## src/include/softex_settings.svh

```systemverilog
// Softmax accelerator controller settings
// Widths, register indices and command word bit positions

`ifndef SOFTEX_SETTINGS_SVH
`define SOFTEX_SETTINGS_SVH

`define SOFTEX_DATA_WIDTH    128
`define SOFTEX_ADDR_WIDTH    32
`define SOFTEX_REG_IDX_WIDTH 3
`define SOFTEX_SLOT_WIDTH    16
`define SOFTEX_MAX_WIDTH     16
`define SOFTEX_DEN_WIDTH     32
`define SOFTEX_LEN_WIDTH     32

`define SOFTEX_REG_IN_ADDR    0
`define SOFTEX_REG_OUT_ADDR   1
`define SOFTEX_REG_TOT_LEN    2
`define SOFTEX_REG_CACHE_ADDR 3
`define SOFTEX_REG_COMMANDS   4  // Writing this register starts an operation

// Slot index sits in the top 16 bits of the command word
`define SOFTEX_CMD_ACC_ONLY       0
`define SOFTEX_CMD_DIV_ONLY       1
`define SOFTEX_CMD_LAST           2
`define SOFTEX_CMD_SET_CACHE_ADDR 3
`define SOFTEX_CMD_ACQUIRE_SLOT   4
`define SOFTEX_CMD_NO_OP          5

`endif
```

## src/design/softex_ctrl_pkg.sv

```systemverilog
// Softmax controller types
// Vector types, state and slot enums, and the structs that cross module ports

`default_nettype none

`include "softex_settings.svh"

package softex_ctrl_pkg;

    typedef logic [`SOFTEX_ADDR_WIDTH-1:0]    addr_t;
    typedef logic [`SOFTEX_REG_IDX_WIDTH-1:0] reg_idx_t;
    typedef logic [31:0]                      word_t;
    typedef logic [`SOFTEX_LEN_WIDTH-1:0]     len_t;
    typedef logic [`SOFTEX_SLOT_WIDTH-1:0]    slot_idx_t;
    typedef logic [`SOFTEX_MAX_WIDTH-1:0]     max_t;
    typedef logic [`SOFTEX_DEN_WIDTH-1:0]     den_t;

    typedef struct packed {
        slot_idx_t slot_idx;
        logic      no_op;
        logic      acquire_slot;
        logic      set_cache_addr;
        logic      last;
        logic      div_only;
        logic      acc_only;
    } cmd_t;

    typedef struct packed {
        logic  start;
        addr_t base;
        len_t  tot_len;  // In stream beats
    } stream_ctrl_t;

    typedef struct packed {
        logic acc_finished;
        logic acc_only;
        logic dividing;
        logic disable_max;
        logic clear_regs;
        logic load_max;
        logic load_denominator;
        logic load_reciprocal;
    } dp_ctrl_t;

    typedef struct packed {
        logic datapath_busy;
        logic acc_done;
        logic inv_done;
        max_t max;
        den_t denominator;
        den_t reciprocal;
    } dp_flags_t;

    typedef enum logic [1:0] {
        ALLOC,
        LOAD,
        UPDATE,
        FREE
    } slot_op_e;

    typedef struct packed {
        logic      valid;
        slot_op_e  op;
        slot_idx_t addr;
    } slot_req_t;

    typedef struct packed {
        logic      valid;
        slot_op_e  op;
        slot_idx_t addr;
        max_t      maximum;
        den_t      denominator;
    } slot_upd_t;

    typedef enum logic [2:0] {
        IDLE,
        WAIT_SLOT_VALID,
        ACCUMULATION,
        WAIT_DATAPATH_EMPTY,
        WAIT_ACCUMULATION,
        WAIT_INVERSION,
        DIVIDING,
        FINISHED
    } ctrl_state_e;

endpackage

`default_nettype wire

```

## src/design/softex_ctrl_top.sv

```systemverilog
// Softmax accelerator controller top level
// Joins the register file, the sequencer and the state-slot logic

`timescale 1ns/1ps
`default_nettype none

module softex_ctrl_top (
    input  logic                          clk_i,
    input  logic                          rst_ni,
    input  logic                          reg_we_i,
    input  softex_ctrl_pkg::reg_idx_t     reg_idx_i,
    input  softex_ctrl_pkg::word_t        reg_wdata_i,
    input  logic                          in_stream_done_i,
    input  logic                          out_stream_done_i,
    input  softex_ctrl_pkg::dp_flags_t    dp_flags_i,
    input  logic                          slot_valid_i,
    output softex_ctrl_pkg::stream_ctrl_t in_stream_o,
    output softex_ctrl_pkg::stream_ctrl_t out_stream_o,
    output softex_ctrl_pkg::dp_ctrl_t     dp_ctrl_o,
    output softex_ctrl_pkg::slot_req_t    slot_req_o,
    output softex_ctrl_pkg::slot_upd_t    slot_upd_o,
    output softex_ctrl_pkg::addr_t        cache_base_o,
    output logic                          busy_o,
    output logic                          done_o
);

    softex_ctrl_pkg::cmd_t  cmd;
    softex_ctrl_pkg::addr_t in_addr;
    softex_ctrl_pkg::addr_t out_addr;
    softex_ctrl_pkg::len_t  tot_len;
    logic                   trigger;
    logic                   cache_load;
    logic                   in_start;
    logic                   out_start;
    logic                   upd_en;

    softex_cmd_regs u_cmd_regs (
        .clk_i        (clk_i),
        .rst_ni       (rst_ni),
        .reg_we_i     (reg_we_i),
        .reg_idx_i    (reg_idx_i),
        .reg_wdata_i  (reg_wdata_i),
        .cache_load_i (cache_load),
        .cmd_o        (cmd),
        .in_addr_o    (in_addr),
        .out_addr_o   (out_addr),
        .cache_base_o (cache_base_o),
        .tot_len_o    (tot_len),
        .trigger_o    (trigger)
    );

    softex_slot_ctrl u_slot_ctrl (
        .reg_we_i    (reg_we_i),
        .reg_idx_i   (reg_idx_i),
        .reg_wdata_i (reg_wdata_i),
        .cmd_i       (cmd),
        .upd_en_i    (upd_en),
        .dp_flags_i  (dp_flags_i),
        .slot_req_o  (slot_req_o),
        .slot_upd_o  (slot_upd_o)
    );

    softex_ctrl_fsm u_ctrl_fsm (
        .clk_i             (clk_i),
        .rst_ni            (rst_ni),
        .trigger_i         (trigger),
        .cmd_i             (cmd),
        .in_stream_done_i  (in_stream_done_i),
        .out_stream_done_i (out_stream_done_i),
        .dp_flags_i        (dp_flags_i),
        .slot_valid_i      (slot_valid_i),
        .in_start_o        (in_start),
        .out_start_o       (out_start),
        .dp_ctrl_o         (dp_ctrl_o),
        .cache_load_o      (cache_load),
        .upd_en_o          (upd_en),
        .busy_o            (busy_o),
        .done_o            (done_o)
    );

    // Both streams move the same number of beats
    assign in_stream_o  = '{start: in_start, base: in_addr, tot_len: tot_len};
    assign out_stream_o = '{start: out_start, base: out_addr, tot_len: tot_len};

endmodule

`default_nettype wire

```

## src/design/softex_ctrl_fsm.sv

```systemverilog
// Softmax operation sequencer
// Steps through accumulation, inversion and division, starts the streams
// and drives the datapath control and slot load strobes

`timescale 1ns/1ps
`default_nettype none

module softex_ctrl_fsm (
    input  logic                       clk_i,
    input  logic                       rst_ni,
    input  logic                       trigger_i,
    input  softex_ctrl_pkg::cmd_t      cmd_i,
    input  logic                       in_stream_done_i,
    input  logic                       out_stream_done_i,
    input  softex_ctrl_pkg::dp_flags_t dp_flags_i,
    input  logic                       slot_valid_i,
    output logic                       in_start_o,
    output logic                       out_start_o,
    output softex_ctrl_pkg::dp_ctrl_t  dp_ctrl_o,
    output logic                       cache_load_o,
    output logic                       upd_en_o,
    output logic                       busy_o,
    output logic                       done_o
);

    softex_ctrl_pkg::ctrl_state_e state_q;
    softex_ctrl_pkg::ctrl_state_e state_d;
    logic                         partial;
    logic                         launch;

    assign partial = cmd_i.acc_only | cmd_i.div_only;

    always_ff @(posedge clk_i or negedge rst_ni) begin
        if (!rst_ni) begin
            state_q <= softex_ctrl_pkg::IDLE;
        end else begin
            state_q <= state_d;
        end
    end

    always_comb begin
        state_d            = state_q;
        launch             = 1'b0;
        in_start_o         = 1'b0;
        out_start_o        = 1'b0;
        dp_ctrl_o          = '0;
        dp_ctrl_o.acc_only = cmd_i.acc_only & ~cmd_i.last;
        cache_load_o       = 1'b0;
        upd_en_o           = 1'b0;
        busy_o             = 1'b1;
        done_o             = 1'b0;

        unique case (state_q)
            softex_ctrl_pkg::IDLE: begin
                busy_o = 1'b0;
                if (trigger_i) begin
                    cache_load_o = cmd_i.set_cache_addr;
                    if (cmd_i.no_op) begin
                        done_o = 1'b1;
                    end else if (partial && !slot_valid_i) begin
                        state_d = softex_ctrl_pkg::WAIT_SLOT_VALID;
                    end else begin
                        launch = 1'b1;
                    end
                end
            end

            softex_ctrl_pkg::WAIT_SLOT_VALID: begin
                launch = slot_valid_i;
            end

            softex_ctrl_pkg::ACCUMULATION: begin
                if (in_stream_done_i) begin
                    state_d = softex_ctrl_pkg::WAIT_DATAPATH_EMPTY;
                end
            end

            softex_ctrl_pkg::WAIT_DATAPATH_EMPTY: begin
                if (!dp_flags_i.datapath_busy) begin
                    state_d                = softex_ctrl_pkg::WAIT_ACCUMULATION;
                    dp_ctrl_o.acc_finished = 1'b1;
                end
            end

            softex_ctrl_pkg::WAIT_ACCUMULATION: begin
                dp_ctrl_o.acc_finished = 1'b1;
                dp_ctrl_o.disable_max  = 1'b1;
                if (dp_flags_i.acc_done) begin
                    if (cmd_i.acc_only && !cmd_i.last) begin
                        state_d = softex_ctrl_pkg::FINISHED;
                    end else begin
                        state_d = softex_ctrl_pkg::WAIT_INVERSION;
                        // A full softmax re-reads the input while the sum inverts
                        if (!cmd_i.acc_only) begin
                            dp_ctrl_o.acc_finished = 1'b0;
                            in_start_o             = 1'b1;
                            out_start_o            = 1'b1;
                        end
                    end
                end
            end

            softex_ctrl_pkg::WAIT_INVERSION: begin
                dp_ctrl_o.dividing    = 1'b1;
                dp_ctrl_o.disable_max = 1'b1;
                if (dp_flags_i.inv_done) begin
                    state_d = cmd_i.acc_only ? softex_ctrl_pkg::FINISHED
                                             : softex_ctrl_pkg::DIVIDING;
                end
            end

            softex_ctrl_pkg::DIVIDING: begin
                dp_ctrl_o.dividing    = 1'b1;
                dp_ctrl_o.disable_max = 1'b1;
                if (out_stream_done_i) begin
                    state_d = softex_ctrl_pkg::FINISHED;
                end
            end

            softex_ctrl_pkg::FINISHED: begin
                busy_o               = 1'b0;
                done_o               = 1'b1;
                dp_ctrl_o.clear_regs = 1'b1;
                upd_en_o             = cmd_i.acc_only | (cmd_i.div_only & cmd_i.last);
                state_d              = softex_ctrl_pkg::IDLE;
            end

            default: begin
                state_d = softex_ctrl_pkg::IDLE;
            end
        endcase

        // Common start from IDLE or once the slot arrives
        if (launch) begin
            in_start_o  = 1'b1;
            out_start_o = cmd_i.div_only;
            state_d     = cmd_i.div_only ? softex_ctrl_pkg::DIVIDING
                                         : softex_ctrl_pkg::ACCUMULATION;
            if (partial && !cmd_i.acquire_slot) begin
                dp_ctrl_o.load_max         = 1'b1;  // Resume from the stored slot
                dp_ctrl_o.load_denominator = ~cmd_i.div_only;
                dp_ctrl_o.load_reciprocal  = cmd_i.div_only;
            end
        end
    end

    // Done is never followed by a busy cycle
    assert property (@(posedge clk_i) disable iff (!rst_ni)
        done_o |-> !busy_o ##1 !busy_o);

    assert property (@(posedge clk_i) disable iff (!rst_ni)
        upd_en_o |-> (state_q == softex_ctrl_pkg::FINISHED)
                     ##1 (state_q == softex_ctrl_pkg::IDLE));

endmodule

`default_nettype wire

```

## src/design/softex_slot_ctrl.sv

```systemverilog
// Softmax state-slot operations
// Requests a slot straight from the command write and builds the
// writeback of the running maximum and denominator on finish

`timescale 1ns/1ps
`default_nettype none

`include "softex_settings.svh"

module softex_slot_ctrl (
    input  logic                       reg_we_i,
    input  softex_ctrl_pkg::reg_idx_t  reg_idx_i,
    input  softex_ctrl_pkg::word_t     reg_wdata_i,
    input  softex_ctrl_pkg::cmd_t      cmd_i,
    input  logic                       upd_en_i,
    input  softex_ctrl_pkg::dp_flags_t dp_flags_i,
    output softex_ctrl_pkg::slot_req_t slot_req_o,
    output softex_ctrl_pkg::slot_upd_t slot_upd_o
);

    logic cmd_we;
    logic partial;

    // Decoded from the raw write so the store can fetch while the command latches
    assign cmd_we  = reg_we_i && (reg_idx_i == softex_ctrl_pkg::reg_idx_t'(`SOFTEX_REG_COMMANDS));
    assign partial = reg_wdata_i[`SOFTEX_CMD_ACC_ONLY] | reg_wdata_i[`SOFTEX_CMD_DIV_ONLY];

    assign slot_req_o.valid = cmd_we && partial;
    assign slot_req_o.op    = reg_wdata_i[`SOFTEX_CMD_ACQUIRE_SLOT] ? softex_ctrl_pkg::ALLOC
                                                                    : softex_ctrl_pkg::LOAD;
    assign slot_req_o.addr  = reg_wdata_i[31 -: `SOFTEX_SLOT_WIDTH];

    assign slot_upd_o.valid   = upd_en_i;
    assign slot_upd_o.op      = (cmd_i.last && cmd_i.div_only) ? softex_ctrl_pkg::FREE
                                                               : softex_ctrl_pkg::UPDATE;
    assign slot_upd_o.addr    = cmd_i.slot_idx;
    assign slot_upd_o.maximum = dp_flags_i.max;

    // Only an intermediate accumulation stores the raw sum
    assign slot_upd_o.denominator = (cmd_i.acc_only && !cmd_i.last) ? dp_flags_i.denominator
                                                                    : dp_flags_i.reciprocal;

endmodule

`default_nettype wire

```

## src/design/softex_cmd_regs.sv

```systemverilog
// Softmax controller register file
// Holds the addresses, length and command word, decodes the command,
// pulses a trigger after each command write and keeps the slot cache base

`timescale 1ns/1ps
`default_nettype none

`include "softex_settings.svh"

module softex_cmd_regs (
    input  logic                      clk_i,
    input  logic                      rst_ni,
    input  logic                      reg_we_i,
    input  softex_ctrl_pkg::reg_idx_t reg_idx_i,
    input  softex_ctrl_pkg::word_t    reg_wdata_i,
    input  logic                      cache_load_i,
    output softex_ctrl_pkg::cmd_t     cmd_o,
    output softex_ctrl_pkg::addr_t    in_addr_o,
    output softex_ctrl_pkg::addr_t    out_addr_o,
    output softex_ctrl_pkg::addr_t    cache_base_o,
    output softex_ctrl_pkg::len_t     tot_len_o,
    output logic                      trigger_o
);

    localparam int unsigned NUM_REGS   = `SOFTEX_REG_COMMANDS + 1;
    localparam int unsigned WORD_BYTES = `SOFTEX_DATA_WIDTH / 8;
    localparam int unsigned OFS_WIDTH  = $clog2(WORD_BYTES);

    softex_ctrl_pkg::word_t regs_q [NUM_REGS];
    softex_ctrl_pkg::word_t cmd_word;
    softex_ctrl_pkg::word_t tot_bytes;
    softex_ctrl_pkg::addr_t cache_base_q;
    logic                   cmd_we;
    logic                   trigger_q;
    logic                   lftovr_inc;

    assign cmd_we = reg_we_i && (reg_idx_i == softex_ctrl_pkg::reg_idx_t'(`SOFTEX_REG_COMMANDS));

    // Indices past COMMANDS address nothing
    always_ff @(posedge clk_i or negedge rst_ni) begin
        if (!rst_ni) begin
            regs_q <= '{default: '0};
        end else if (reg_we_i && (int'(reg_idx_i) < NUM_REGS)) begin
            regs_q[reg_idx_i] <= reg_wdata_i;
        end
    end

    always_ff @(posedge clk_i or negedge rst_ni) begin
        if (!rst_ni) begin
            trigger_q    <= 1'b0;
            cache_base_q <= '0;
        end else begin
            trigger_q <= cmd_we;  // Command is latched in the same edge
            if (cache_load_i) begin
                cache_base_q <= regs_q[`SOFTEX_REG_CACHE_ADDR];
            end
        end
    end

    assign cmd_word = regs_q[`SOFTEX_REG_COMMANDS];

    assign cmd_o.acc_only       = cmd_word[`SOFTEX_CMD_ACC_ONLY];
    assign cmd_o.div_only       = cmd_word[`SOFTEX_CMD_DIV_ONLY];
    assign cmd_o.last           = cmd_word[`SOFTEX_CMD_LAST];
    assign cmd_o.set_cache_addr = cmd_word[`SOFTEX_CMD_SET_CACHE_ADDR];
    assign cmd_o.acquire_slot   = cmd_word[`SOFTEX_CMD_ACQUIRE_SLOT];
    assign cmd_o.no_op          = cmd_word[`SOFTEX_CMD_NO_OP];
    assign cmd_o.slot_idx       = cmd_word[31 -: `SOFTEX_SLOT_WIDTH];

    // A partial last word still costs a full beat
    assign tot_bytes  = regs_q[`SOFTEX_REG_TOT_LEN];
    assign lftovr_inc = tot_bytes[OFS_WIDTH-1:0] != '0;
    assign tot_len_o  = softex_ctrl_pkg::len_t'(tot_bytes >> OFS_WIDTH)
                      + softex_ctrl_pkg::len_t'(lftovr_inc);

    assign in_addr_o    = regs_q[`SOFTEX_REG_IN_ADDR];
    assign out_addr_o   = regs_q[`SOFTEX_REG_OUT_ADDR];
    assign cache_base_o = cache_base_q;
    assign trigger_o    = trigger_q;

    // Back-to-back triggers need back-to-back command writes
    assert property (@(posedge clk_i) disable iff (!rst_ni)
        (trigger_o && $past(trigger_o)) |-> $past(cmd_we));

endmodule

`default_nettype wire

```

## config.mk

```make
export PLATFORM = sky130hd
export DESIGN_NAME = softex_ctrl_top
export DESIGN_NICKNAME = d
export VERILOG_FILES = /design/src/design/softex_ctrl_pkg.sv /design/src/design/softex_ctrl_top.sv /design/src/design/softex_ctrl_fsm.sv /design/src/design/softex_slot_ctrl.sv /design/src/design/softex_cmd_regs.sv
export VERILOG_INCLUDE_DIRS = /design/src /design/src/include
export SDC_FILE = /design/constraint.sdc
export NUM_CORES = 1
export LEC_CHECK = 0
export BUFFER_PORTS_ARGS = -buffer_cell sky130_fd_sc_hd__buf_4
export CAP_MARGIN = 5
export CORE_AREA = 2 2 150 152
export DETAILED_ROUTE_END_ITERATION = 10
export DIE_AREA = 0 0 152 154
export PLACE_DENSITY = 0.72
export SLEW_MARGIN = 0
export SYNTH_ARGS = -nofsm -noshare
export SYNTH_HDL_FRONTEND = slang
export SYNTH_SLANG_ARGS = --single-unit
```

## constraint.sdc

```tcl
create_clock -name clk_i -period 3 [get_ports clk_i]
set_input_delay 0.15 -clock clk_i [delete_from_list [all_inputs] [get_ports clk_i]]
set_output_delay 0.15 -clock clk_i [all_outputs]
set_load 0.01 [all_outputs]
```

# Yosys cells after proc, flatten, opt, wreduce, memory -nomap -nowiden
# Cells that the tools add are included.
# op_classes
magnitude_cmp,3
add_sub_neg,1
n_reduce_logical,18
n_eq_ne,16
n_mux,46
bitwise_logic,8
# ops
operator,n
$bwmux 160,1
$demux 32 s3,1
$mux 32,2
$mux 3,12
$add 28x1->29,1
$mux 1,25
$ne 3x2->1 const B,7
$pmux 3 s7,1
$eq 3x3->1 const B,5
$reduce_and 9->1,1
$logic_and 1x1->1,8
$reduce_bool 8->1,1
$eq 3x2->1 const B,2
$pmux 1 s2,3
$ge 4x4->1 const B,1
$lt 4x1->1 const B,1
$not 3->4,1
$reduce_bool 4->1,1
$reduce_or 2->1,2
$eq 3x1->1 const B,1
$logic_not 1->1,3
$logic_not 3->1,1
$lt 3x3->1 const B,1
$ne 3x1->1 const B,1
5 further kinds,9
# totals
regBits,196
output_inout_bits,258
word_cells,100
inputBits,124

# Logic depth before layout (Yosys ltp)
# logic_depth
ltp_word,8
mapped_depth,9
ltp_nobuf,7

# Modules after synthesis
# From an unflattened synthesis, not the netlist that was laid out.
# unflattened
hier_cells,754
hier_area_um2,9721.8
# by_module_without_submodules
mod,area_per_inst_um2,cells_per_inst,instances,seq_area_each_um2
softex_cmd_regs,8055.2,563,1,4579.4
softex_slot_ctrl,973.4,95,1,0.0
softex_ctrl_fsm,437.9,62,1,75.1
softex_ctrl_top,255.2,34,1,0.0

# Worst setup path after synthesis
# Ideal clock, no wire load.
# synth_timing
path_type,reg2out
startpoint,register u_cmd_regs.regs_q (netlist bit u_cmd_regs.tot_bytes[1])
endpoint,output port out_stream_o[20] (netlist bit)
path_buffers,2
stages_incl_launch_ff,10
t_arrival_ns,2.214
setup_slack_ns,0.636
required_time_ns,2.850
path_cell_list,dfrtp_1 -> or4_1 -> ha_1 -> ha_1 -> and4_1 -> buf_2 -> nand3_1 -> nor3_1 -> xor2_1 -> buf_4
# synth_rtl
element,line_no,source
start: declaration,softex_cmd_regs.sv:29,softex_ctrl_pkg::word_t regs_q [NUM_REGS];
start signal: indexed assignment,softex_cmd_regs.sv:44,regs_q[reg_idx_i] <= reg_wdata_i;
end: declaration,softex_ctrl_top.sv:18,"output softex_ctrl_pkg::stream_ctrl_t out_stream_o,"

==> flow_summary.toml <==
[run_status]
outcome = "complete, no violations"

[cells_and_area]
multi_input_comb_area_um2 = 3340
drive_gt1_frac = 0.629
syn_to_final_growth_pct = 27.7
stdcell_count = 1237
fin_util = 0.549
finish.net_count = 1070
regArea_um2 = 4650
antennaDiodeCount = 0
n_fill_cell = 1857

[floorplan]
die_h_um = 154
start_util = 0.430
die_area_um2 = 23400
rows = 54
core_um2 = 21700
die_w_um = 152
ios = 382

[detailed_routing]
drt-initial-drc-count = 194
top_layer = "met4"
wl_met2_mm = 14.5
drc = 0
post_drt_wl_per_cell_um = 20.9
routed_wl_mm = 25.9
first_pass_iters = 4
drtAntennaViolNets = 0
viasPerCell = 4.96
wl_met1_mm = 9.33
vias = 6141
wl_met3_mm = 1.51

[place]
io_buffers = 341
place_ws_ns = 0.513
dp.cells = 1179
dp.final_hpwl_mm = 19.5
finalWeightedCongestion = 0.788

[critical_path]
worst_setup_path_start_kind = "register"
crit_buf_inv = 1
setup.worst_path.class = "register to primary output"
crit_top_cell = "ha_1"
cp_slowest_cell = "or4_1"
path_delay_family = "simple AND/OR/NAND/NOR gates"
cp.required_ns = 2.85
crit_chain = "or4_1, ha_1, ha_1, and4_4, nand3_1, nor3_1, and3_1, buf_4"
worst-path-max-fanout = 7
critPathMaxStageDelay_ns = 0.52
cp.arrival_ns = 2.67
worst_setup_path_end_kind = "primary output"

[cts]
cts_max_level = 4
clk_pin_slew_ns = 0.08
clock_path_buffers = 2
clock-root-buffer = "clkbuf_16"
clock_latency_ns = 0.43
cts_buffers = 17
cts_tree = "yes"
post_cts_buffers = 0
cts_sinks = 186

[power_and_ir_drop]
p_leak_nw = 5.69
power_density_nw_per_um2 = 721
ir_worst_vdd_mv = 0.356

[worst_hold_path]
hp-class = "input port to register"

[global_routing]
antenna_found_initial = 0
grt_usage = 0.217
grt_start_max_net_pins = 75
grt_pass1_wl_mm = 38.6
overflow = 0
grt_pass1_vias = 6302

[sta]
finalMaxSlewViolations = 0
max_freq_ghz = 0.355
tns_ns = 0
setup_viol = 0
fin_crit_sh = 0.940
rsz0062_at_grt = "no"
skew_ns = 0.0186
hold_viol = 0
tightest_slew_ns = 0.789
fin_ws_ns = 0.181
slew-limit-headroom = 0.471
fin_crit_ns = 2.82

[yosys]
yosys_warnings = 0
syn_area_um2 = 9320
synth_cell_types = 45
yosysSeqAreaShare = 0.499
synthCells = 724
ys_seq_elements = 186
synth.avg_cell_area_um2 = 12.9

[flow_run]
max_cap_viol_count = 0
-- logic make-up (layout without fill, tap and decap cells) --
| family | count (synthesis) | in the layout | share of synthesized area |
|---|---|---|---|
| AO/OA/AOI/OAI | 16 | 16 | 0.0117 |
| AND/OR/NAND/NOR | 93 | 93 | 0.0585 |
| flip-flops | 186 | 186 | 0.499 |
| XOR/XNOR | 27 | 27 | 0.0254 |
| buffers and inverters | 187 | 414 | 0.147 |
| other | 2 | 8 | 0.000806 |
| adder cells (fa/ha/maj) | 2 | 2 | 0.00268 |
| multiplexers | 211 | 211 | 0.255 |
-- cell usage in the layout, fill, tap and decap left out, types with 3 or more instances in the layout --
master	n
and2_1	4
and3_1	4
buf_12	3
buf_4	347
clkbuf_16	17
clkinv_8	4
conb_1	8
dfrtp_1	186
dlygate4sd3_1	26
inv_1	5
inv_6	4
inv_8	3
mux2_1	6
mux2_2	204
nand2_1	21
nand3_1	16
nand4_1	6
nor2_1	8
nor2b_1	3
nor3_1	9
o21ai_0	6
xnor2_1	18
xor2_1	9
-- synth_stat cells, drive strengths merged --
cell | instances | area (um^2)
mux2 | 210 | 2360
and2 | 4 | 25.0
nand2 | 21 | 78.8
a21oi | 1 | 5.00
nand3 | 17 | 90.1
o21ai | 6 | 30.0
nor2 | 8 | 30.0
nand4 | 6 | 37.5
o221ai | 1 | 8.76
ha | 2 | 25.0
inv | 5 | 18.8
a21boi | 1 | 7.51
or2 | 1 | 6.26
or4 | 1 | 7.51
mux2i | 1 | 10.0
and4 | 5 | 46.3
conb | 2 | 7.51
dfrtp | 186 | 4650
and3 | 6 | 40.0
o211ai | 1 | 7.51
nor2b | 4 | 25.0
nor3 | 11 | 65.1
xnor2 | 18 | 158
nand3b | 1 | 7.51
nand4b | 1 | 8.76
nor3b | 3 | 50.1
xor2 | 9 | 78.8
a311oi | 1 | 8.76
o21a | 2 | 15.0
clkbuf | 4 | 25.0
a32oi | 1 | 8.76
nand2b | 2 | 12.5
nor4b | 1 | 8.76
a31o | 2 | 17.5
nor4 | 1 | 6.26
buf | 178 | 1330
-- where the power goes --
part           switching [W]  internal (W)  total, W
Sequential          0.000426       0.00308   0.00351
Clock                0.00113       0.00115   0.00228
Combinational        0.00123       0.00156   0.00280
-- cell type report --
type,instances,share of cell area
Clock buffer,18,0.0369
Clock inverter,14,0.0139
Inverter,5,0.00158
Multi-Input combinational cell,357,0.280
Sequential cell,186,0.391
Tap cell,280,0.0294
Timing Repair Buffer,377,0.247
-- timing repair --
action                                  CTS  global route
endpoints found under the setup margin    0             6
hold buffers                             26             0
gates resized for setup                   0             2
hold endpoints to repair                162             0
-- routing by layer --
layer | GRT usage | vias to the layer above
li1 | - | 2781
met1 | 0.235 | 3096
met2 | 0.414 | 239
met3 | 0.0547 | 25
met4 | 0.0681 | 0
met5 | 0 | -
-- stage by stage --
| stage | total power, W | area [um^2] | hold slack [ns] |
|---|---|---|---|
| 2_1_floorplan | 0.00528 | 9350 | -0.146 |
| 3_3_place_gp | 0.00629 | 11000 | 0.200 |
| 3_5_place_dp | 0.00636 | 11000 | 0.203 |
| 4_1_cts | 0.00868 | 11900 | 0.00246 |
| 5_1_grt | 0.00902 | 11900 | 0.00317 |
| 6_report | 0.00858 | 11900 | 0.0196 |
-- path summary, 6_finish.rpt --
| kind | slack [ns] | endpoint | from | cells past startpoint |
|---|---|---|---|---|
| worst max-delay path | 0.18 | in_stream_o[28] | u_cmd_regs.tot_bytes[1] | 8 |
| worst min-delay path | 0.02 | u_cmd_regs.cmd_word[26] | reg_wdata_i[26] | 2 |
| worst max register to register | 0.88 | u_cmd_regs.cache_base_o[12] | u_ctrl_fsm.state_q[0] | 4 |
| worst min register to register | 0.50 | u_cmd_regs.cache_base_o[14] | u_cmd_regs.regs_q[46] | 1 |
| max in group asynchronous | 1.87 | u_cmd_regs.cmd_word[2] | rst_ni | 3 |
| min in group asynchronous | 0.28 | u_cmd_regs.in_addr_o[19] | rst_ni | 2 |
-- sequential cells by signal, summed over array words and instances, names as in the netlist --
register	cells
u_cmd_regs.cache_base_o	32
u_cmd_regs.in_addr_o	32
u_cmd_regs.out_addr_o	32
u_cmd_regs.regs_q	32
u_cmd_regs.tot_bytes	32
u_cmd_regs.cmd_word	22
u_ctrl_fsm.state_q	3
u_cmd_regs.trigger_o	1
Power figures use the tool's default switching activity.
